File: src/hdl/usb_txn_pkg.sv
/*
 * USB full-speed transaction layer definitions
 * PID and endpoint codes, receive/transmit packet structs,
 * transaction event strobes, setup word union, request match values
 */
package usb_txn_pkg;

    // ------------------------------------------------------------
    // codes
    // ------------------------------------------------------------
    typedef logic [3:0] pid_t;
    typedef logic [3:0] endp_t;
    typedef logic [9:0] pkt_cnt_t;                  // bytes left in one packet

    localparam pid_t PID_OUT   = 4'h1;
    localparam pid_t PID_IN    = 4'h9;
    localparam pid_t PID_SETUP = 4'hD;
    localparam pid_t PID_DATA0 = 4'h3;
    localparam pid_t PID_DATA1 = 4'hB;
    localparam pid_t PID_ACK   = 4'h2;
    localparam pid_t PID_NAK   = 4'hA;

    localparam endp_t EP_CTRL = 4'd0;               // control endpoint
    localparam endp_t EP_IN1  = 4'd1;               // bulk IN 0x81
    localparam endp_t EP_OUT1 = 4'd1;               // bulk OUT 0x01

    // ------------------------------------------------------------
    // packet interfaces
    // ------------------------------------------------------------
    typedef struct packed {
        pid_t       pid;                            // pid of current packet
        endp_t      endp;                           // token endpoint field
        logic       byte_en;                        // payload byte strobe
        logic [7:0] data;
        logic       fin;                            // packet end
        logic       okay;                           // checks passed, valid with fin
    } rx_pkt_t;

    typedef struct packed {
        logic       sta;                            // start a reply packet
        pid_t       pid;
        logic [7:0] data;                           // answer to a byte request
        logic       fin_n;                          // low after a request ends the packet
    } tx_pkt_t;

    typedef struct packed {
        logic       in_tok;                         // IN token, any endpoint
        logic       data_end;                       // DATA0/1 received ok
        logic       ctrl_in;                        // IN token on endpoint 0
        logic       setup_end;                      // setup stage data done
        logic       ctrl_out_end;                   // endpoint 0 OUT data done
        logic [2:0] endp;
    } txn_evt_t;

    // ------------------------------------------------------------
    // setup command
    // ------------------------------------------------------------
    typedef struct packed {
        logic [15:0] w_length;
        logic [15:0] w_index;
        logic [15:0] w_value;
        logic [7:0]  b_request;
        logic [7:0]  bm_request_type;               // bit 7 set = device to host
    } setup_fields_t;

    typedef union packed {
        logic [63:0]   raw;                         // first received byte in [7:0]
        setup_fields_t fld;
    } setup_cmd_u;

    // low half of the setup word; zero bytes are not compared
    localparam logic [31:0] REQ_GET_CONFIG      = 32'h0000_08_80;
    localparam logic [31:0] REQ_GET_DESC_DEVICE = 32'h0100_06_80;

    localparam int unsigned DEV_DESC_BYTES = 18;

endpackage

File: src/hdl/token_tracker.sv
/*
 * Token tracker: turns received packet ends into event strobes,
 * keeps the current endpoint, setup stage and DATA0/1 toggles
 */
`timescale 1ns/10ps

module token_tracker (
    input  logic                 clk,
    input  logic                 rstn,
    input  usb_txn_pkg::rx_pkt_t rx,
    output usb_txn_pkg::txn_evt_t evt,
    output usb_txn_pkg::endp_t   cur_endp,
    output logic                 setup_phase,
    output logic                 ctrl_setup_rx,
    output logic                 ctrl_toggle,
    output logic                 in1_toggle
);
    import usb_txn_pkg::*;

    logic pkt_end;

    assign pkt_end       = rx.fin & rx.okay;
    assign ctrl_setup_rx = setup_phase && (cur_endp == EP_CTRL);   // setup bytes go to ep0

    // ------------------------------------------------------------
    // token decode
    // ------------------------------------------------------------
    always_ff @(posedge clk or negedge rstn) begin
        if (!rstn) begin
            evt         <= '0;
            cur_endp    <= EP_CTRL;
            setup_phase <= 1'b0;
            ctrl_toggle <= 1'b0;
            in1_toggle  <= 1'b0;
        end else begin
            evt <= '0;                                       // strobes last one cycle
            if (pkt_end) begin
                case (rx.pid)
                    PID_SETUP: begin
                        cur_endp <= rx.endp;
                        if (rx.endp == EP_CTRL) begin
                            setup_phase <= 1'b1;
                            ctrl_toggle <= 1'b1;             // data stage starts at DATA1
                        end
                    end
                    PID_OUT: begin
                        cur_endp <= rx.endp;
                        if (rx.endp == EP_CTRL)
                            setup_phase <= 1'b0;
                    end
                    PID_IN: begin
                        cur_endp    <= rx.endp;
                        evt.in_tok  <= 1'b1;
                        evt.endp    <= rx.endp[2:0];
                        if (rx.endp == EP_CTRL) begin
                            setup_phase <= 1'b0;
                            evt.ctrl_in <= 1'b1;
                        end
                    end
                    PID_ACK: begin                           // host accepted our data
                        if (cur_endp == EP_CTRL)
                            ctrl_toggle <= ~ctrl_toggle;
                        else if (cur_endp == EP_IN1)
                            in1_toggle  <= ~in1_toggle;
                    end
                    PID_DATA0, PID_DATA1: begin
                        evt.data_end <= 1'b1;
                        evt.endp     <= cur_endp[2:0];
                        if (cur_endp == EP_CTRL) begin
                            evt.setup_end    <= setup_phase;
                            evt.ctrl_out_end <= ~setup_phase;
                        end
                    end
                    default: ;                               // other pids ignored
                endcase
            end
        end
    end

endmodule

File: src/hdl/ctrl_endpoint.sv
/*
 * Control endpoint 0: setup capture, remaining length and
 * response index, response byte for standard and user requests
 */
`timescale 1ns/10ps

module ctrl_endpoint #(
    parameter logic [7:0]   CTRL_MAXPKT = 8'd8,
    parameter logic [143:0] DEVICE_DESC = '0
) (
    input  logic                     clk,
    input  logic                     rstn,
    input  usb_txn_pkg::rx_pkt_t     rx,
    input  logic                     ctrl_setup_rx,
    input  logic                     setup_end,
    input  logic                     ctrl_out_end,
    input  logic                     ctrl_in,
    input  logic                     ctrl_byte_take,
    output usb_txn_pkg::pkt_cnt_t    ctrl_len,
    output logic [7:0]               ctrl_byte,
    output usb_txn_pkg::setup_cmd_u  setup_cmd,
    output logic [8:0]               resp_idx,
    input  logic [7:0]               user_resp
);
    import usb_txn_pkg::*;

    logic [15:0] ctrl_total;                                 // bytes left in the data stage
    logic        is_get_config;
    logic        is_get_dev_desc;
    logic [4:0]  desc_idx;

    // ------------------------------------------------------------
    // setup word and data stage length
    // ------------------------------------------------------------
    always_ff @(posedge clk or negedge rstn) begin
        if (!rstn) begin
            setup_cmd <= '0;
        end else if (ctrl_setup_rx && rx.byte_en) begin
            setup_cmd.raw <= {rx.data, setup_cmd.raw[63:8]};   // shift in, lsb byte first
        end
    end

    // one packet worth, or whatever is left
    assign ctrl_len = (ctrl_total >= {8'h00, CTRL_MAXPKT}) ? {2'b00, CTRL_MAXPKT}
                                                          : {2'b00, ctrl_total[7:0]};

    always_ff @(posedge clk or negedge rstn) begin
        if (!rstn) begin
            ctrl_total <= '0;
            resp_idx   <= '0;
        end else begin
            if (setup_end) begin
                // only device-to-host requests have an IN data stage
                ctrl_total <= setup_cmd.fld.bm_request_type[7] ? setup_cmd.fld.w_length
                                                               : 16'h0000;
                resp_idx   <= '0;
            end else if (ctrl_out_end) begin
                ctrl_total <= '0;                            // status stage, nothing to send
            end else if (ctrl_in) begin
                ctrl_total <= ctrl_total - {6'd0, ctrl_len};
            end
            if (ctrl_byte_take)
                resp_idx <= resp_idx + 9'd1;
        end
    end

    // ------------------------------------------------------------
    // response byte
    // ------------------------------------------------------------
    assign is_get_config   = (setup_cmd.raw[15:0] == REQ_GET_CONFIG[15:0]);
    assign is_get_dev_desc = (setup_cmd.raw[31:24] == REQ_GET_DESC_DEVICE[31:24]) &&
                             (setup_cmd.raw[15:0]  == REQ_GET_DESC_DEVICE[15:0]);
    assign desc_idx        = 5'(DEV_DESC_BYTES - 1) - resp_idx[4:0];   // msb byte goes first

    always_ff @(posedge clk) begin
        if (is_get_config)
            ctrl_byte <= (resp_idx == 9'd0) ? 8'h01 : 8'h00;            // configuration 1
        else if (is_get_dev_desc)
            ctrl_byte <= (resp_idx >= 9'(DEV_DESC_BYTES)) ? 8'h00
                                                          : DEVICE_DESC[desc_idx*8 +: 8];
        else
            ctrl_byte <= user_resp;                          // left to the user
    end

endmodule

File: src/hdl/in_packet_sender.sv
/*
 * Reply packet sender: handshake and data packet starts,
 * per-packet byte count and byte feed to the transmitter
 */
`timescale 1ns/10ps

module in_packet_sender #(
    parameter logic [9:0] IN1_MAXPKT = 10'd8
) (
    input  logic                   clk,
    input  logic                   rstn,
    input  usb_txn_pkg::txn_evt_t  evt,
    input  logic                   ctrl_toggle,
    input  logic                   in1_toggle,
    input  logic                   out1_busy,
    input  usb_txn_pkg::pkt_cnt_t  ctrl_len,
    input  logic [7:0]             ctrl_byte,
    input  logic [7:0]             ep81_data,
    input  logic                   ep81_valid,
    output logic                   ep81_ready,
    input  logic                   byte_req,
    output usb_txn_pkg::tx_pkt_t   tx,
    output logic                   ctrl_byte_take
);
    import usb_txn_pkg::*;

    pkt_cnt_t   tx_cnt;                                      // bytes still to send
    logic [2:0] tx_endp;                                     // source of data bytes
    logic       src_valid;
    logic [7:0] src_byte;
    logic       byte_go;

    // ------------------------------------------------------------
    // byte source select
    // ------------------------------------------------------------
    assign src_valid = (tx_endp == EP_CTRL[2:0]) ? 1'b1 : ep81_valid;
    assign src_byte  = (tx_endp == EP_CTRL[2:0]) ? ctrl_byte : ep81_data;
    assign byte_go   = byte_req && (tx_cnt != '0);

    assign ctrl_byte_take = byte_go && (tx_endp == EP_CTRL[2:0]);
    assign ep81_ready     = byte_go && (tx_endp == EP_IN1[2:0]);

    // ------------------------------------------------------------
    // packet start and byte feed
    // ------------------------------------------------------------
    always_ff @(posedge clk or negedge rstn) begin
        if (!rstn) begin
            tx      <= '0;
            tx_cnt  <= '0;
            tx_endp <= '0;
        end else begin
            tx.sta <= 1'b0;
            if (evt.in_tok) begin
                tx.sta  <= 1'b1;
                tx_endp <= evt.endp;
                if (evt.endp == EP_CTRL[2:0]) begin
                    tx.pid <= ctrl_toggle ? PID_DATA1 : PID_DATA0;
                    tx_cnt <= ctrl_len;                      // may be zero, status stage
                end else if (evt.endp == EP_IN1[2:0] && ep81_valid) begin
                    tx.pid <= in1_toggle ? PID_DATA1 : PID_DATA0;
                    tx_cnt <= IN1_MAXPKT;
                end else begin
                    tx.pid <= PID_NAK;                       // nothing to give
                    tx_cnt <= '0;
                end
            end else if (evt.data_end) begin
                tx.sta <= 1'b1;
                tx.pid <= out1_busy ? PID_NAK : PID_ACK;
                tx_cnt <= '0;
            end

            if (byte_req) begin
                tx.fin_n <= 1'b0;                            // default: end of packet
                if (byte_go && src_valid) begin
                    tx.fin_n <= 1'b1;
                    tx.data  <= src_byte;
                    tx_cnt   <= tx_cnt - 10'd1;
                end
            end
        end
    end

endmodule

File: src/hdl/out_data_router.sv
/*
 * Bulk OUT endpoint 0x01 data router with latched readiness
 */
`timescale 1ns/10ps

module out_data_router (
    input  logic                 clk,
    input  logic                 rstn,
    input  usb_txn_pkg::rx_pkt_t rx,
    input  logic                 data_end,
    input  usb_txn_pkg::endp_t   cur_endp,
    input  logic                 ep01_ready,
    output logic [7:0]           ep01_data,
    output logic                 ep01_valid,
    output logic                 out1_busy
);
    import usb_txn_pkg::*;

    logic ready_r;                                           // readiness at last packet end
    logic on_ep1;

    assign on_ep1    = (cur_endp == EP_OUT1);
    assign out1_busy = on_ep1 && !ep01_ready;                // NAK this data packet

    always_ff @(posedge clk or negedge rstn) begin
        if (!rstn) begin
            ready_r    <= 1'b0;
            ep01_valid <= 1'b0;
        end else begin
            if (data_end && on_ep1)
                ready_r <= ep01_ready;
            ep01_valid <= rx.byte_en && on_ep1 && ready_r;
        end
    end

    always_ff @(posedge clk) begin
        if (rx.byte_en && on_ep1)
            ep01_data <= rx.data;
    end

endmodule

File: src/hdl/usb_txn_top.sv
/*
 * USB full-speed device transaction layer, top level
 * token tracker, control endpoint, reply sender, OUT router
 */
`timescale 1ns/10ps

module usb_txn_top #(
    parameter logic [7:0]   CTRL_MAXPKT = 8'd8,
    parameter logic [9:0]   IN1_MAXPKT  = 10'd8,
    parameter logic [143:0] DEVICE_DESC =
        144'h12_01_10_01_00_00_00_08_34_12_78_56_00_01_00_00_00_01
) (
    input  logic                     clk,
    input  logic                     rstn,
    input  usb_txn_pkg::rx_pkt_t     rx,           // from packet receiver
    input  logic                     tp_byte_req,
    output usb_txn_pkg::tx_pkt_t     tx,           // to packet transmitter
    output usb_txn_pkg::setup_cmd_u  setup_cmd,
    output logic [8:0]               resp_idx,
    input  logic [7:0]               user_resp,
    input  logic [7:0]               ep81_data,
    input  logic                     ep81_valid,
    output logic                     ep81_ready,
    output logic [7:0]               ep01_data,
    output logic                     ep01_valid,
    input  logic                     ep01_ready
);
    import usb_txn_pkg::*;

    txn_evt_t   evt;
    endp_t      cur_endp;
    logic       ctrl_setup_rx;
    logic       ctrl_toggle;
    logic       in1_toggle;
    pkt_cnt_t   ctrl_len;
    logic [7:0] ctrl_byte;
    logic       ctrl_byte_take;
    logic       out1_busy;

    // ------------------------------------------------------------
    // blocks
    // ------------------------------------------------------------
    token_tracker i_token_tracker (
        .clk, .rstn, .rx, .evt, .cur_endp,
        .setup_phase (),
        .ctrl_setup_rx, .ctrl_toggle, .in1_toggle
    );

    ctrl_endpoint #(
        .CTRL_MAXPKT (CTRL_MAXPKT),
        .DEVICE_DESC (DEVICE_DESC)
    ) i_ctrl_endpoint (
        .clk, .rstn, .rx, .ctrl_setup_rx,
        .setup_end    (evt.setup_end),
        .ctrl_out_end (evt.ctrl_out_end),
        .ctrl_in      (evt.ctrl_in),
        .ctrl_byte_take, .ctrl_len, .ctrl_byte,
        .setup_cmd, .resp_idx, .user_resp
    );

    in_packet_sender #(
        .IN1_MAXPKT (IN1_MAXPKT)
    ) i_in_packet_sender (
        .clk, .rstn, .evt, .ctrl_toggle, .in1_toggle, .out1_busy,
        .ctrl_len, .ctrl_byte, .ep81_data, .ep81_valid, .ep81_ready,
        .byte_req (tp_byte_req),
        .tx, .ctrl_byte_take
    );

    out_data_router i_out_data_router (
        .clk, .rstn, .rx,
        .data_end (evt.data_end),
        .cur_endp, .ep01_ready, .ep01_data, .ep01_valid, .out1_busy
    );

endmodule

File: config.mk
export PLATFORM = sky130hd
export DESIGN_NAME = usb_txn_top
export DESIGN_NICKNAME = d
export VERILOG_FILES = /design/src/hdl/usb_txn_pkg.sv /design/src/hdl/token_tracker.sv /design/src/hdl/ctrl_endpoint.sv /design/src/hdl/in_packet_sender.sv /design/src/hdl/out_data_router.sv /design/src/hdl/usb_txn_top.sv
export SDC_FILE = /design/constraint.sdc
export NUM_CORES = 1
export LEC_CHECK = 0
export ABC_AREA = 1
export BUFFER_PORTS_ARGS = -buffer_cell sky130_fd_sc_hd__buf_2
export CAP_MARGIN = 30
export CORE_ASPECT_RATIO = 1.5
export CORE_MARGIN = 2
export CORE_UTILIZATION = 23
export CTS_CLUSTER_DIAMETER = 200
export DETAILED_ROUTE_END_ITERATION = 8
export PLACE_DENSITY = 0.5
export RECOVER_POWER = 25
export SYNTH_ARGS = -nofsm -noshare
export SYNTH_HDL_FRONTEND = slang
export SYNTH_SLANG_ARGS = --single-unit
File: constraint.sdc
create_clock -name clk -period 1.9 [get_ports clk]
set_input_delay 0.095 -clock clk [delete_from_list [all_inputs] [get_ports clk]]
set_output_delay 0.095 -clock clk [all_outputs]
set_load 0.02 [all_outputs]
**Word level (Yosys, flattened, before mapping)**

Cells that the tools add are included.

- Register bits: 149
- Latch bits: 0
- RAM bits: 0
- Memory bits (read-only): 0
- Bits of input ports: 40
- Output and inout bits: 97
- Word-level logic and storage cells: 122
- Memories: 0

- Add/subtract/negate cells: 4
- Multiply operators: 0
- Divide/modulo/power cells: 0
- Magnitude comparators: 2
- Equality and inequality tests: 15
- Shift-type cells: 1
- Mux-type cells: 40
- Bitwise operators: 5
- Reduce and logical (&&, ||, !) cells: 32

Operator list:

| cell | number |
|---|---|
| $shiftx A144 B9 Y8 const A | 1 |
| $mux W16 | 4 |
| $mux W10 | 5 |
| $mux W8 | 6 |
| $mux W4 | 6 |
| $mux W9 | 2 |
| $eq A16 B11 Y1 const B | 1 |
| $eq A16 B12 Y1 const B | 1 |
| $ge A16 B4 Y1 const B | 1 |
| $sub A16 B10 Y16 | 1 |
| $eq A4 B4 Y1 const B | 3 |
| $logic_and A1 B1 Y1 | 12 |
| $reduce_and A4 Y1 | 3 |
| $mux W1 | 10 |
| $mux W5 | 2 |
| $reduce_bool A10 Y1 | 1 |
| $sub A10 B1 Y10 const B | 1 |
| $add A9 B1 Y9 const B | 1 |
| $ge A9 B5 Y1 const B | 1 |
| $logic_not A9 Y1 | 1 |
| $eq A4 B1 Y1 const B | 2 |
| $eq A4 B2 Y1 const B | 2 |
| $eq A8 B1 Y1 const B | 1 |
| $logic_not A4 Y1 | 2 |
| 15 further kinds | 29 |

**Longest topological paths before layout**

Gate-level depths: netlist of run 1.

- Depth after elaboration: 7
- Gate-level depth with buffers: 13
- Gate-level depth less buffers: 12

**By module**

From an unflattened synthesis of run 1, not the netlist that was laid out.

- Cells, all modules: 916
- Area total of the unflattened synthesis: 7278.2 um^2

By module, submodules not included:

| module | times used | cells an instance | area an instance (um^2) | seq. area each (um^2) |
|---|---|---|---|---|
| ctrl_endpoint | 1 | 587 | 4689.5 | 2387.3 |
| in_packet_sender | 1 | 223 | 1555.2 | 650.6 |
| token_tracker | 1 | 83 | 676.9 | 375.4 |
| out_data_router | 1 | 23 | 356.6 | 290.3 |

**Worst setup path before layout of run 1**

Ideal clock, no wire load.

- Kind: flip-flop to flip-flop
- From: register i_ctrl_endpoint.resp_idx[1]
- To: register i_ctrl_endpoint.ctrl_byte[1]
- Library setup time: 70 ps
- Data arrival time: 1740 ps
- Slack: 90 ps
- Stages on the path, launching flop included: 8
- Buffers on the path: 0
- Period minus slack after synthesis: 1810 ps
- Cell sequence: dfrtp_1 inv_1 ha_1 xor2_2 inv_2 o31ai_2 nand4_1 a21oi_1

- Longest elaborated chain between the ends: 5
- Elaborated cells on any way between the ends: 6
- Classes of those cells: add/sub (1); order compare (1); shift (1); mux (3)

Ends and longest elaborated chain:

| item | RTL line | source |
|---|---|---|
| start: declaration | ctrl_endpoint.sv:22 | `output logic [8:0] resp_idx,` |
| start signal: assignment | ctrl_endpoint.sv:63 | `resp_idx <= resp_idx + 9'd1;` |
| $sub A5 B5 Y5 | ctrl_endpoint.sv:73 | `assign desc_idx = 5'(DEV_DESC_BYTES - 1) - resp_idx[4:0];` |
| $shiftx A144 B9 Y8 | ctrl_endpoint.sv:80 | `: DEVICE_DESC[desc_idx*8 +: 8];` |
| $mux W8 (*) | ctrl_endpoint.sv:79 | `ctrl_byte <= (resp_idx >= 9'(DEV_DESC_BYTES)) ? 8'h00` |
| $mux W8 (*) | ctrl_endpoint.sv:78 | `else if (is_get_dev_desc)` |
| $mux W8 (*) | ctrl_endpoint.sv:76 | `if (is_get_config)` |
| end signal: assignment | ctrl_endpoint.sv:77 | `ctrl_byte <= (resp_idx == 9'd0) ? 8'h01 : 8'h00;` |
| end signal: assignment | ctrl_endpoint.sv:79 |  |
| end signal: assignment | ctrl_endpoint.sv:82 | `ctrl_byte <= user_resp;` |
| end: declaration | ctrl_endpoint.sv:20 | `output logic [7:0] ctrl_byte,` |

Mark *: on every way between the ends. The rest lies on a longest branch, timed or not.
A chain may end at the register's enable or synchronous reset.

**Final worst setup path of run 1**

- From: register i_in_packet_sender.tx_cnt[0]
- To: output port ep81_ready

- Longest elaborated chain between the ends: 3

Ends and longest elaborated chain:

| item | RTL line | source |
|---|---|---|
| start: declaration | in_packet_sender.sv:27 | `pkt_cnt_t tx_cnt;` |
| start signal: assignment | in_packet_sender.sv:58 | `tx_cnt <= ctrl_len;` |
| start signal: assignment | in_packet_sender.sv:77 | `tx_cnt <= tx_cnt - 10'd1;` |
| $reduce_bool A10 Y1 | in_packet_sender.sv:38 | `assign byte_go = byte_req && (tx_cnt != '0);` |
| $logic_and A1 B1 Y1 | in_packet_sender.sv:38 |  |
| $logic_and A1 B1 Y1 | in_packet_sender.sv:41 | `assign ep81_ready = byte_go && (tx_endp == EP_IN1[2:0]);` |
| end: declaration | usb_txn_top.sv:23 | `output logic ep81_ready,` |

No other way between the ends.

==> summary.md, run 1 <==
| Metric | Value |
|---|---|
| Outcome | completed |
| Largest net degree at the start of global routing | 67 |
| Row Count | 77 |
| Post-DP Area | 8290 µm² |
| Area contributors post-synth | dfrtp_1 48%, nand2_1 8.1%, inv_1 6.7% |
| Syn_area_per_cell | 8.32 µm² |
| Routed Wire Length | 20.2 mm |
| GR Overflow Total | 0 |
| Vias per cell | 4.29 |
| Synth unique cells | 40 |
| Fillers | 3158 |
| Peak VDD IR | 0.790 mV |
| Pwr Density | 1470 nW/µm² |
| Gpl congestion | 0.826 |
| Placed Cells | 1369 |
| Design Power | 13.7 mW |
| Clk buf depth | 2 |
| Setup Viol. Count Final | 0 |
| CTS sink cnt | 148 |
| Switching share of total power | 0.407 |
| Most frequent cells in the layout | 146 x nand2_1, 129 x dfrtp_1, 125 x buf_2 |
| Main synth FF type | dfrtp_1 |
| EDFF count, synth | 8 |
| Post-DRT Antenna Nets | 0 |
| DR vias | 6158 |
| Post-Layout Inst Area | 9310 µm² |
| Net Switching | 5.56 mW |
| Fmax | 550 MHz |
| Area grow syn2layout | 34.4% |
| Drt pass-1 iters | 4 |
| Clock Pin Slew Worst Setup and Hold Paths | 0.07 ns |
| Die width | 146 µm |
| Sequential share of the synthesized area | 0.535 |
| Hold Path Class | in2reg |
| Part of the power in registers | 0.360 |
| First-pass GRT wire length | 31.8 mm |
| Synth Instances | 832 |
| Critical path capture point type | output pin |
| Total track usage | 0.128 |
| Slew @ Worst Pin | 1.23 ns |
| Fin crit period | 1.82 ns |
| Tcrit/Tclk final | 0.958 |
| YS warnings | 0 |
| Leak | 4.72 nW |
| CTS tree | done |
| Root Buffer | clkbuf_16 |
| Worst Clk Skew | 0.0194 ns |
| CP max stage delay | 0.39 ns |
| Yosys reg bits | 148 |
| Maxcap violations | 0 |
| Die footprint | 31500 µm² |
| Largest area contributor in the netlist | dfrtp_1 |
| Initial core utilization | 0.234 |
| Top cell type's share of synthesized area | 0.477 |
| Unrepaired setup endpoints after global routing | yes |
| Layout cells sized above 1 | 0.217 |
| Req. time, crit path | 1.80 ns |
| Non-Filler Instances | 1435 |
| Critical-path cell list | inv_2 > ha_4 > nand3_4 > nor2_4 > nand2_1 > nand2_2 > nand2_2 > nand2_1 > nor2_1 > buf_4 |
| Port buffer count | 135 |
| DPL Wire Length | 15.0 mm |
| Startpoint Class | flop |
| H-tree levels | 4 |
| Logic gate share of total power | 0.361 |
| Top-Level Pins | 137 |
| Fin. max-slew vios | 0 |
| Mapped Area | 6930 µm² |
| WP data arrival | 1.72 ns |
| Hold path depth | 3 |
| Commonest non-fill, non-tap cell in the layout | nand2_1 |
| Initial antenna violation count | 1 |
| DRT iter0 DRCs | 376 |
| TritonCTS buffer count | 17 |
| Vias in the first global route | 6020 |
| Die Span Y | 217 µm |
| Async set-or-reset flop fraction in the synthesized netlist | 0.892 |
| Nets@finish | 1076 |
| Worst-Skew Late Latency | 0.44 ns |
| Internal power | 8.11 mW |
| CP max FO | 3 |
| Core ar. | 29600 µm² |
| Slew HR | 0.179 |
| Final-report hold violation count | 0 |
| Critical setup path kind | reg2out |
| Clock power share | 0.279 |
| Crit-path slowest cell | dfrtp_1 |
| DRC viols | 0 |
| Worst r2r path cells | 10 |
| Avg WL per Cell | 14.0 µm |
[routing by layer]
metal	GRT usage	share of wire	vias up
met2	0.224	0.51	129
met4	0.0337	0.010	0
met3	0.0354	0.046	11
met1	0.153	0.43	2912
met5	0	0	-
li1	-	-	3106
[cell usage after synthesis (10+ instances only)]
| master | instances |
|---|---|
| inv_1 | 123 |
| o21ai_0 | 76 |
| ha_1 | 10 |
| a21oi_1 | 55 |
| nand4_1 | 21 |
| o22ai_1 | 12 |
| nand3_1 | 44 |
| clkbuf_1 | 17 |
| dfrtp_1 | 132 |
| nor2_1 | 99 |
| nor3_1 | 13 |
| nand2_1 | 149 |
[kinds of logic after synthesis]
kind of cell    Yosys count  share of synthesized area
simple gates            336                      0.205
compound gates          175                      0.142
buf+inv                 151                     0.0847
flops                   148                      0.535
fa+ha+maj                10                     0.0181
xor+xnor                 10                     0.0137
other cells               1                   0.000541
mux                       1                    0.00145
[final timing paths]
check	slack [ns]	startpoint	endpoint
min in group asynchronous	0.44	rstn	i_in_packet_sender.tx[4]
hold / removal	0.02	ep81_data[2]	i_in_packet_sender.tx[3]
setup / recovery	0.08	i_in_packet_sender.tx_cnt[0]	ep81_ready
hold reg to reg	0.44	i_token_tracker.setup_phase	i_token_tracker.evt[3]
setup reg to reg	0.16	i_in_packet_sender.tx_cnt[0]	i_ctrl_endpoint.resp_idx[2]
max in group asynchronous	0.42	rstn	i_in_packet_sender.tx_cnt[6]
[through the flow]
step           setup TNS, ns  setup WS, ns   util  hold slack [ns]
4_1_cts                    0       0.00741  0.314          0.00445
2_1_floorplan              0        0.0898      -           -0.201
5_1_grt              -0.0215       -0.0198  0.315           0.0343
3_5_place_dp               0        0.0577  0.280           0.0677
3_3_place_gp               0         0.113  0.280           0.0709
6_report                   0        0.0803  0.315           0.0166
[state kept, by name, indices dropped and copies added, names as in the netlist]
name / count
i_ctrl_endpoint.ctrl_byte: 8
i_ctrl_endpoint.ctrl_total: 16
i_ctrl_endpoint.resp_idx: 9
i_ctrl_endpoint.setup_cmd: 64
i_in_packet_sender.tx: 13
i_in_packet_sender.tx_cnt: 10
i_in_packet_sender.tx_endp: 3
i_out_data_router.ep01_data: 8
i_out_data_router.ep01_valid: 1
i_out_data_router.ready_r: 1
i_token_tracker.ctrl_toggle: 1
i_token_tracker.cur_endp: 4
i_token_tracker.evt: 8
i_token_tracker.in1_toggle: 1
i_token_tracker.setup_phase: 1
[power groups by stage]
stage,Sequential [mW],Combinational [mW],Clock [mW]
finish,4.91,4.94,3.81
global route,5.07,5.47,4.05
CTS,4.92,4.91,3.91
detailed placement,4.98,4.83,0
global placement,4.95,4.81,0
floorplan,5.76,2.07,0
[area by class of cell]
class                      count  area (µm²)  share of cell area
timing repair buffer         200        1280               0.137
clock inverter                15         236              0.0254
inverter                     125         469              0.0504
clock buffer                  17         425              0.0457
sequential                   148        3710               0.398
antenna                        1        2.50            0.000269
multi-input combinational    534        2700               0.290
tap                          395         494              0.0531
[critical path, delay by kind of cell, from the launching register on]
kind,cells,cell delay (ns)
DFF,1,0.39
buffers and inverters,2,0.24
adders and majority gates,1,0.14
and+or+nand+nor,7,0.54
[timing repair]
item	4_1_cts	5_1_grt
hold buffers	31	0
gates resized for setup	3	13
pin swaps	1	5
hold endpoints to repair	115	0
setup buffers	1	1
endpoints found under the setup margin	1	25
(Power assumes the default switching activity.)
==> inputs of run 2 (changes only) <==
--- a/config.mk
+++ b/config.mk
@@ -5,7 +5,6 @@
 export SDC_FILE = /design/constraint.sdc
 export NUM_CORES = 1
 export LEC_CHECK = 0
-export ABC_AREA = 1
 export BUFFER_PORTS_ARGS = -buffer_cell sky130_fd_sc_hd__buf_2
 export CAP_MARGIN = 30
 export CORE_ASPECT_RATIO = 1.5
@@ -15,6 +14,7 @@
 export DETAILED_ROUTE_END_ITERATION = 8
 export PLACE_DENSITY = 0.5
 export RECOVER_POWER = 25
+export REMOVE_ABC_BUFFERS = 1
 export SYNTH_ARGS = -nofsm -noshare
 export SYNTH_HDL_FRONTEND = slang
 export SYNTH_SLANG_ARGS = --single-unit
==> run 2 against run 1 <==
Net effect: the flow now finishes with violations (setup timing); sequential cell count did not move; clock-buffer cell count increased by 3; largest power group is now registers; die area fell by 2.2%; combinational power decreased by 23%; setup slack worse by 0.50 ns; clock skew decreased by 0.0064 ns; highest routed layer unchanged; critical path depth down 4.
==> summary.md, run 2 <==
| Metric | Value |
|---|---|
| Outcome | finished with violations (was completed) |
| Failing checks | setup timing |
| Die footprint | 30900 µm² (was 31500 µm²) |
| Routed Wire Length | 19.7 mm (was 20.2 mm) |
| Worst min-delay path startpoint | rx[18] (was ep81_data[2]) |
| Part of the power in registers | 0.341 (was 0.360) |
| Total track usage | 0.130 (was 0.128) |
| Root Buffer | clkbuf_16 (unchanged) |
| Top cell type's share of synthesized area | 0.488 (was 0.477) |
| Worst Hold End | i_token_tracker.in1_toggle (was i_in_packet_sender.tx[3]) |
| H-tree levels | 4 (unchanged) |
| DR vias | 5732 (was 6158) |
| First-pass GRT wire length | 31.2 mm (was 31.8 mm) |
| Largest net degree at the start of global routing | 48 (was 67) |
| Vias in the first global route | 5870 (was 6020) |
| CTS sink cnt | 148 (unchanged) |
| Area contributors post-synth | dfrtp_1 49%, mux2_2 12%, edfxtp_1 3.5% (was dfrtp_1 48%, nand2_1 8.1%, inv_1 6.7%) |
| Max reg flops | 64 (unchanged) |
| Die Span Y | 214 µm (was 217 µm) |
| Top reg by flops | i_ctrl_endpoint.setup_cmd (unchanged) |
| Slew HR | 0.166 (was 0.179) |
| Synth Instances | 600 (was 832) |
| Vias per cell | 4.48 (was 4.29) |
| DRT iter0 DRCs | 221 (was 376) |
| Internal power | 7.75 mW (was 8.11 mW) |
| Logic gate share of total power | 0.333 (was 0.361) |
| Worst R2R Start | i_in_packet_sender.tx_cnt[0] (unchanged) |
| YS warnings | 0 (unchanged) |
| Final WS setup | -0.423 ns (was 0.0803 ns) |
| TritonCTS buffer count | 17 (unchanged) |
| Peak VDD IR | 0.596 mV (was 0.790 mV) |
| R2r endpoint | i_in_packet_sender.tx[6] (was i_ctrl_endpoint.resp_idx[2]) |
| GR Overflow Total | 0 (unchanged) |
| Worst Clk Skew | 0.0130 ns (was 0.0194 ns) |
| DPL Wire Length | 14.5 mm (was 15.0 mm) |
| Syn_area_per_cell | 11.3 µm² (was 8.32 µm²) |
| WP data arrival | 2.23 ns (was 1.72 ns) |
| Unrepaired setup endpoints after global routing | yes (unchanged) |
| Place WS | -0.355 ns (was 0.0577 ns) |
| Area grow syn2layout | 47.9% (was 34.4%) |
| CTS tree | done (unchanged) |
| Clock power share | 0.326 (was 0.279) |
| Hold Path Class | in2reg (unchanged) |
| Nets@finish | 929 (was 1076) |
| Most frequent cells in the layout | 132 x dfrtp_1, 130 x buf_2, 93 x buf_4 (was 146 x nand2_1, 129 x dfrtp_1, 125 x buf_2) |
| Slew @ Worst Pin | 1.25 ns (was 1.23 ns) |
| Async set-or-reset flop fraction in the synthesized netlist | 0.892 (unchanged) |
| R2R Setup Slk | -0.26 ns (was 0.16 ns) |
| Tcrit/Tclk final | 1.22 (was 0.958) |
| Gpl congestion | 0.786 (was 0.826) |
| Non-Filler Instances | 1280 (was 1435) |
| Avg WL per Cell | 15.4 µm (was 14.0 µm) |
| Synth unique cells | 66 (was 40) |
| Hold path depth | 4 (was 3) |
| Largest area contributor in the netlist | dfrtp_1 (unchanged) |
| Fin. max-slew vios | 0 (unchanged) |
| Critical setup path kind | reg2out (unchanged) |
| Mapped Area | 6770 µm² (was 6930 µm²) |
| Top-Level Pins | 137 (unchanged) |
| Drt pass-1 iters | 4 (unchanged) |
| Pwr Density | 1140 nW/µm² (was 1470 nW/µm²) |
| Initial antenna violation count | 0 (was 1) |
| Hold WS | 0.0557 ns (was 0.0166 ns) |
| Layout cells sized above 1 | 0.444 (was 0.217) |
| Fin crit period | 2.32 ns (was 1.82 ns) |
| Switching share of total power | 0.322 (was 0.407) |
| Row Count | 76 (was 77) |
| CP max FO | 2 (was 3) |
| Startpoint Class | flop (unchanged) |
| Top-count cell post-synth | dfrtp_1 (was nand2_1) |
| Worst r2r path cells | 8 (was 10) |
| Commonest non-fill, non-tap cell in the layout | dfrtp_1 (was nand2_1) |
| Placed Cells | 1198 (was 1369) |
| Clock Pin Slew Worst Setup and Hold Paths | 0.06 ns (was 0.07 ns) |
| Leak | 4.88 nW (was 4.72 nW) |
| Final-report hold violation count | 0 (unchanged) |
| Largest registers | i_ctrl_endpoint.setup_cmd x64, i_ctrl_endpoint.ctrl_total x16, i_in_packet_sender.tx x13 (unchanged) |
| Ant diodes | 0 (was 1) |
| Initial core utilization | 0.235 (was 0.234) |
| DRC viols | 0 (unchanged) |
| EDFF count, synth | 8 (unchanged) |
| Sequential share of the synthesized area | 0.547 (was 0.535) |
| Core ar. | 28800 µm² (was 29600 µm²) |
| Yosys reg bits | 148 (unchanged) |
| Main synth FF type | dfrtp_1 (unchanged) |
| Port buffer count | 135 (unchanged) |
| Req. time, crit path | 1.80 ns (about the same) |
| Crit. Startpoint | i_in_packet_sender.tx_cnt[0] (unchanged) |
| Post-DRT Antenna Nets | 0 (unchanged) |
| Fmax | 431 MHz (was 550 MHz) |
| Clk buf depth | 2 (unchanged) |
| Maxcap violations | 0 (unchanged) |
| Net Switching | 3.68 mW (was 5.56 mW) |
| Worst-Skew Late Latency | 0.43 ns (was 0.44 ns) |
| Leading cell types by count after synthesis | 132 x dfrtp_1, 72 x mux2_2, 57 x nand2_1, 42 x nor2_1, 41 x o21ai_0 (was 149 x nand2_1, 132 x dfrtp_1, 123 x inv_1, 99 x nor2_1, 76 x o21ai_0) |
| Die width | 144 µm (was 146 µm) |
| Setup Viol. Count Final | 34 (was 0) |
| Critical path capture point type | output pin (unchanged) |
[run 2: cell count changes in the layout (fill, tap and decap cells not counted), sizes merged, moves of 31 or more]
cell / before / now
mux2: 0 / 72
o21ai: 77 / 42
nand3: 45 / 14
buf: 160 / 238
a21oi: 61 / 23
nor2: 102 / 43
inv: 133 / 11
nand2: 151 / 57
[run 2: metal layers]
metal | track usage | part of all wire | wire [µm]
met3 | 0.0252 | 0.032 | 625
met4 | 0.0490 | 0.026 | 507
met2 | 0.236 | 0.53 | 10400
met1 | 0.148 | 0.41 | 8170
met5 | 0 | 0 | 0
[run 2: final cells by class]
| cell class | count | area (µm²) |
|---|---|---|
| Inverter | 11 | 41.3 |
| Clock inverter | 10 | 181 |
| Timing Repair Buffer | 282 | 2000 |
| Multi-Input combinational cell | 419 | 3140 |
| Tap cell | 390 | 488 |
| Sequential cell | 148 | 3700 |
| Fill cell | 2903 | 18800 |
| Clock buffer | 20 | 457 |
[run 2: what timing repair did]
action / 4_1_cts / 5_1_grt
buffers inserted: 5 / 8
pin swaps: 22 / 7
cloned: 0 / 2
setup endpoints to repair: 44 / 112
hold buffers: 36 / 1
resized for setup: 46 / 28
endpoints found under the hold margin: 86 / 1
[run 2: how the worst max path moves through the flow]
stage / slack (ns) / to
6_report: -0.42 / ep81_ready
5_1_grt: -0.48 / ep81_ready
4_1_cts: -0.43 / ep81_ready
3_5_place_dp: -0.35 / i_ctrl_endpoint.resp_idx[2]
3_3_place_gp: -0.33 / i_ctrl_endpoint.resp_idx[5]
2_1_floorplan: -1.14 / i_ctrl_endpoint.setup_cmd[0]
[run 2: kinds of logic (layout without fill, tap and decap cells)]
family,count (synthesis),count (layout),synth area share
xor+xnor,6,6,0.00776
other cells,1,2,0.000554
buf+inv,34,323,0.0218
compound gates,121,121,0.118
fa+ha+maj,10,10,0.0185
simple gates,199,199,0.153
flops,148,148,0.547
mux,81,81,0.133
[run 2: worst max-delay path: stages, from the launching register on]
cell and delay, ns:
dfrtp_1 0.37, inv_1 0.06, ha_2 0.17, or4b_4 0.47, or3_4 0.39, and4_4 0.21, buf_6 0.13
[run 2: power by group through the flow]
stage | logic, mW | clock network, mW | registers, mW
detailed placement | 3.22 | 0 | 3.95
floorplan | 1.50 | 0 | 4.18
global route | 4.19 | 3.94 | 3.96
CTS | 3.56 | 3.84 | 3.90
finish | 3.80 | 3.73 | 3.90
global placement | 3.20 | 0 | 3.95
[run 2: through the flow]
step	area, µm²	util	power [mW]	setup TNS (ns)
after floorplan	6670	-	5.68	-92.01
after global placement	8650	0.300	7.15	-9.68
after detailed placement	8650	0.300	7.17	-10.38
after CTS	9850	0.342	11.3	-4.98
after global routing	10000	0.348	12.1	-11.39
final	10000	0.348	11.4	-6.45
==> inputs of run 3 (changes only) <==
--- a/config.mk
+++ b/config.mk
@@ -6,13 +6,13 @@
 export NUM_CORES = 1
 export LEC_CHECK = 0
 export BUFFER_PORTS_ARGS = -buffer_cell sky130_fd_sc_hd__buf_2
-export CAP_MARGIN = 30
+export CAP_MARGIN = 25
 export CORE_ASPECT_RATIO = 1.5
 export CORE_MARGIN = 2
 export CORE_UTILIZATION = 23
 export CTS_CLUSTER_DIAMETER = 200
 export DETAILED_ROUTE_END_ITERATION = 8
-export PLACE_DENSITY = 0.5
+export PLACE_DENSITY = 0.51
 export RECOVER_POWER = 25
 export REMOVE_ABC_BUFFERS = 1
 export SYNTH_ARGS = -nofsm -noshare
==> constraint.sdc (replaced) <==
create_clock -name clk -period 2.12 [get_ports clk]
set_input_delay 0.106 -clock clk [delete_from_list [all_inputs] [get_ports clk]]
set_output_delay 0.106 -clock clk [all_outputs]
set_load 0.02 [all_outputs]
==> run 3 against run 2 <==
Net effect: register-to-register slack better by 0.10 ns; power fell by 12%; routed wire length is 0.95% lower; sequential power is 9.5% lower; sequential share of layout area is 1.3 points higher; die area unchanged; critical endpoint unchanged; worst hold slack got worse by 0.018 ns; highest routed layer unchanged; non-clock buffer count fell by 37; clock power decreased by 9.7%; design area fell by 3.5%; global-route usage barely moved; the flow finishes with violations (capacitance limit, slew limit, setup timing); setup slack gained 0.21 ns.
==> summary.md, run 3 (same netlist as run 2, synthesis figures left out) <==
| Metric | Value |
|---|---|
| Post-layout util | 0.336 (was 0.348) |
| Commonest non-fill, non-tap cell in the layout | dfrtp_1 (unchanged) |
| Top-Level Pins | 137 (unchanged) |
| CTS sink cnt | 148 (unchanged) |
| Fmax | 429 MHz |
| Row Count | 76 (unchanged) |
| Maxcap violations | 1 (was 0) |
| Largest registers | i_ctrl_endpoint.setup_cmd x64, i_ctrl_endpoint.ctrl_total x16, i_in_packet_sender.tx x13 (unchanged) |
| Multi-input combinational cell area | 3120 µm² (was 3140 µm²) |
| Initial antenna violation count | 0 (unchanged) |
| Nets@finish | 892 (was 929) |
| Die width | 144 µm (unchanged) |
| Clk buf depth | 2 (unchanged) |
| Hold WS | 0.0377 ns (was 0.0557 ns) |
| DPL Wire Length | 14.1 mm (was 14.5 mm) |
| Area grow syn2layout | 42.8% (was 47.9%) |
| R2R Setup Slk | -0.16 ns (was -0.26 ns) |
| Worst Clk Skew | 0.00765 ns (was 0.0130 ns) |
| Post-DRT Antenna Nets | 0 (unchanged) |
| Max reg flops | 64 (unchanged) |
| Post-DP Area | 8380 µm² (was 8650 µm²) |
| Final WS setup | -0.210 ns (was -0.423 ns) |
| Layout cells sized above 1 | 0.407 (was 0.444) |
| DR vias | 5634 (was 5732) |
| Initial core utilization | 0.235 (unchanged) |
| Worst min-delay path startpoint | rx[1] (was rx[18]) |
| Slew @ Worst Pin | 1.53 ns (was 1.25 ns) |
| Reg area | 3700 µm² (unchanged) |
| Drt pass-1 iters | 5 (was 4) |
| Part of the power in registers | 0.352 (was 0.341) |
| TritonCTS buffer count | 17 (unchanged) |
| Vias in the first global route | 5841 (was 5870) |
| Clock Pin Slew Worst Setup and Hold Paths | 0.06 ns (about the same) |
| Final-report hold violation count | 0 (unchanged) |
| Place WS | -0.169 ns (was -0.355 ns) |
| Hold Path Class | in2reg (unchanged) |
| Fin. max-slew vios | 58 (was 0) |
| Design Power | 10.0 mW (was 11.4 mW) |
| Unrepaired setup endpoints after global routing | yes (unchanged) |
| GR Overflow Total | 0 (unchanged) |
| H-tree levels | 4 (unchanged) |
| Ant diodes | 0 (unchanged) |
| Critical path capture point type | output pin (unchanged) |
| CTS tree | done (unchanged) |
| Placed Cells | 1166 (was 1198) |
| Internal power | 6.72 mW (was 7.75 mW) |
| Worst-Skew Late Latency | 0.45 ns (was 0.43 ns) |
| Leak | 4.65 nW (was 4.88 nW) |
| WP data arrival | 2.22 ns (was 2.23 ns) |
| DRC viols | 0 (unchanged) |
| Logic gate share of total power | 0.311 (was 0.333) |
| Largest net degree at the start of global routing | 58 (was 48) |
| CP delay by family, top | simple AND/OR/NAND/NOR gates (unchanged) |
| Die Span Y | 214 µm (unchanged) |
| Tcrit/Tclk final | 1.10 |
| Net Switching | 3.29 mW (was 3.68 mW) |
| Clock power share | 0.337 (was 0.326) |
| Non-Filler Instances | 1245 (was 1280) |
| Crit. Startpoint | i_in_packet_sender.tx_cnt[0] (unchanged) |
| Avg WL per Cell | 15.7 µm (was 15.4 µm) |
| Bufs and invs on worst path | 2 (unchanged) |
| Most frequent cells in the layout | 132 x dfrtp_1, 129 x buf_2, 72 x mux2_2 (was 132 x dfrtp_1, 130 x buf_2, 93 x buf_4) |
| Post-Layout Inst Area | 9670 µm² (was 10000 µm²) |
| Outcome | finished with violations (unchanged) |
| Core ar. | 28800 µm² (unchanged) |
| Die footprint | 30900 µm² (unchanged) |
| CP max stage delay | 0.48 ns (was 0.47 ns) |
| CP max FO | 2 (unchanged) |
| Gpl congestion | 0.796 (was 0.786) |
| Port buffer count | 135 (unchanged) |
| Vias per cell | 4.53 (was 4.48) |
| Pwr Density | 1040 nW/µm² (was 1140 nW/µm²) |
| Routed Wire Length | 19.5 mm (was 19.7 mm) |
| Total track usage | 0.130 (about the same) |
| DRT iter0 DRCs | 194 (was 221) |
| Crit-path slowest cell | or4b_4 (unchanged) |
| Failing checks | capacitance limit, slew limit, setup timing (was setup timing) |
| Critical-path cell list | inv_1 > ha_2 > or4b_4 > or3_4 > and4_1 > buf_6 (was inv_1 > ha_2 > or4b_4 > or3_4 > and4_4 > buf_6) |
| Top reg by flops | i_ctrl_endpoint.setup_cmd (unchanged) |
| First-pass GRT wire length | 30.9 mm (was 31.2 mm) |
| Slew HR | -0.0194 (was 0.166) |
| Peak VDD IR | 0.608 mV (was 0.596 mV) |
| Req. time, crit path | 2.01 ns (was 1.80 ns) |
| Critical setup path kind | reg2out (unchanged) |
| TNS Setup | -1.70 ns (was -6.45 ns) |
| Fin crit period | 2.33 ns |
| Switching share of total power | 0.329 (was 0.322) |
| Startpoint Class | flop (unchanged) |
| Worst R2R Start | i_in_packet_sender.tx_cnt[0] (unchanged) |
| Root Buffer | clkbuf_16 (unchanged) |
| Fillers | 2918 (was 2903) |
| Setup Viol. Count Final | 20 (was 34) |
[run 3: cell type report]
type / count / area share
Multi-Input combinational cell: 419 / 0.322
Inverter: 11 / 0.00427
Sequential cell: 148 / 0.383
Timing Repair Buffer: 245 / 0.173
Tap cell: 390 / 0.0505
Clock inverter: 12 / 0.0210
Clock buffer: 20 / 0.0462
[run 3: path summary, 6_finish.rpt]
kind	to	depth (start not counted)
hold / removal	i_token_tracker.ctrl_toggle	4
setup / recovery	ep81_ready	6
hold reg to reg	i_in_packet_sender.tx[3]	2
setup reg to reg	i_in_packet_sender.tx_cnt[7]	10
min in group asynchronous	i_ctrl_endpoint.setup_cmd[22]	2
max in group asynchronous	i_in_packet_sender.tx[4]	3
[run 3: power by group through the flow]
stage | registers, mW | logic [mW] | clock network (mW)
finish | 3.53 | 3.11 | 3.37
detailed placement | 3.57 | 2.67 | 0
global placement | 3.58 | 2.64 | 0
CTS | 3.53 | 2.83 | 3.48
global route | 3.59 | 3.43 | 3.56
floorplan | 3.74 | 1.35 | 0
[run 3: worst register-to-register path: stages, from the launching register on]
cell     delay [ns]
dfrtp_1        0.37
inv_1          0.06
ha_2           0.16
or4b_4         0.48
buf_4          0.15
buf_6          0.12
buf_6          0.13
nor3_4         0.24
nor2_4         0.12
a21o_1         0.18
a21o_1         0.16
[run 3: timing repair]
item                                    in CTS  in global routing
hold buffers                                37                  0
hold endpoints to repair                   101                  0
resized for setup                           17                 46
pin swaps                                    9                 20
setup buffers                                2                  8
cloned                                       0                  0
endpoints found under the setup margin      33                 25
[run 3: per-layer routing]
metal | vias to the layer above | track usage | share of wire
met1 | 2801 | 0.145 | 0.41
met2 | 111 | 0.231 | 0.53
met5 | - | 0 | 0
met3 | 27 | 0.0304 | 0.034
met4 | 0 | 0.0592 | 0.022
li1 | 2695 | - | -
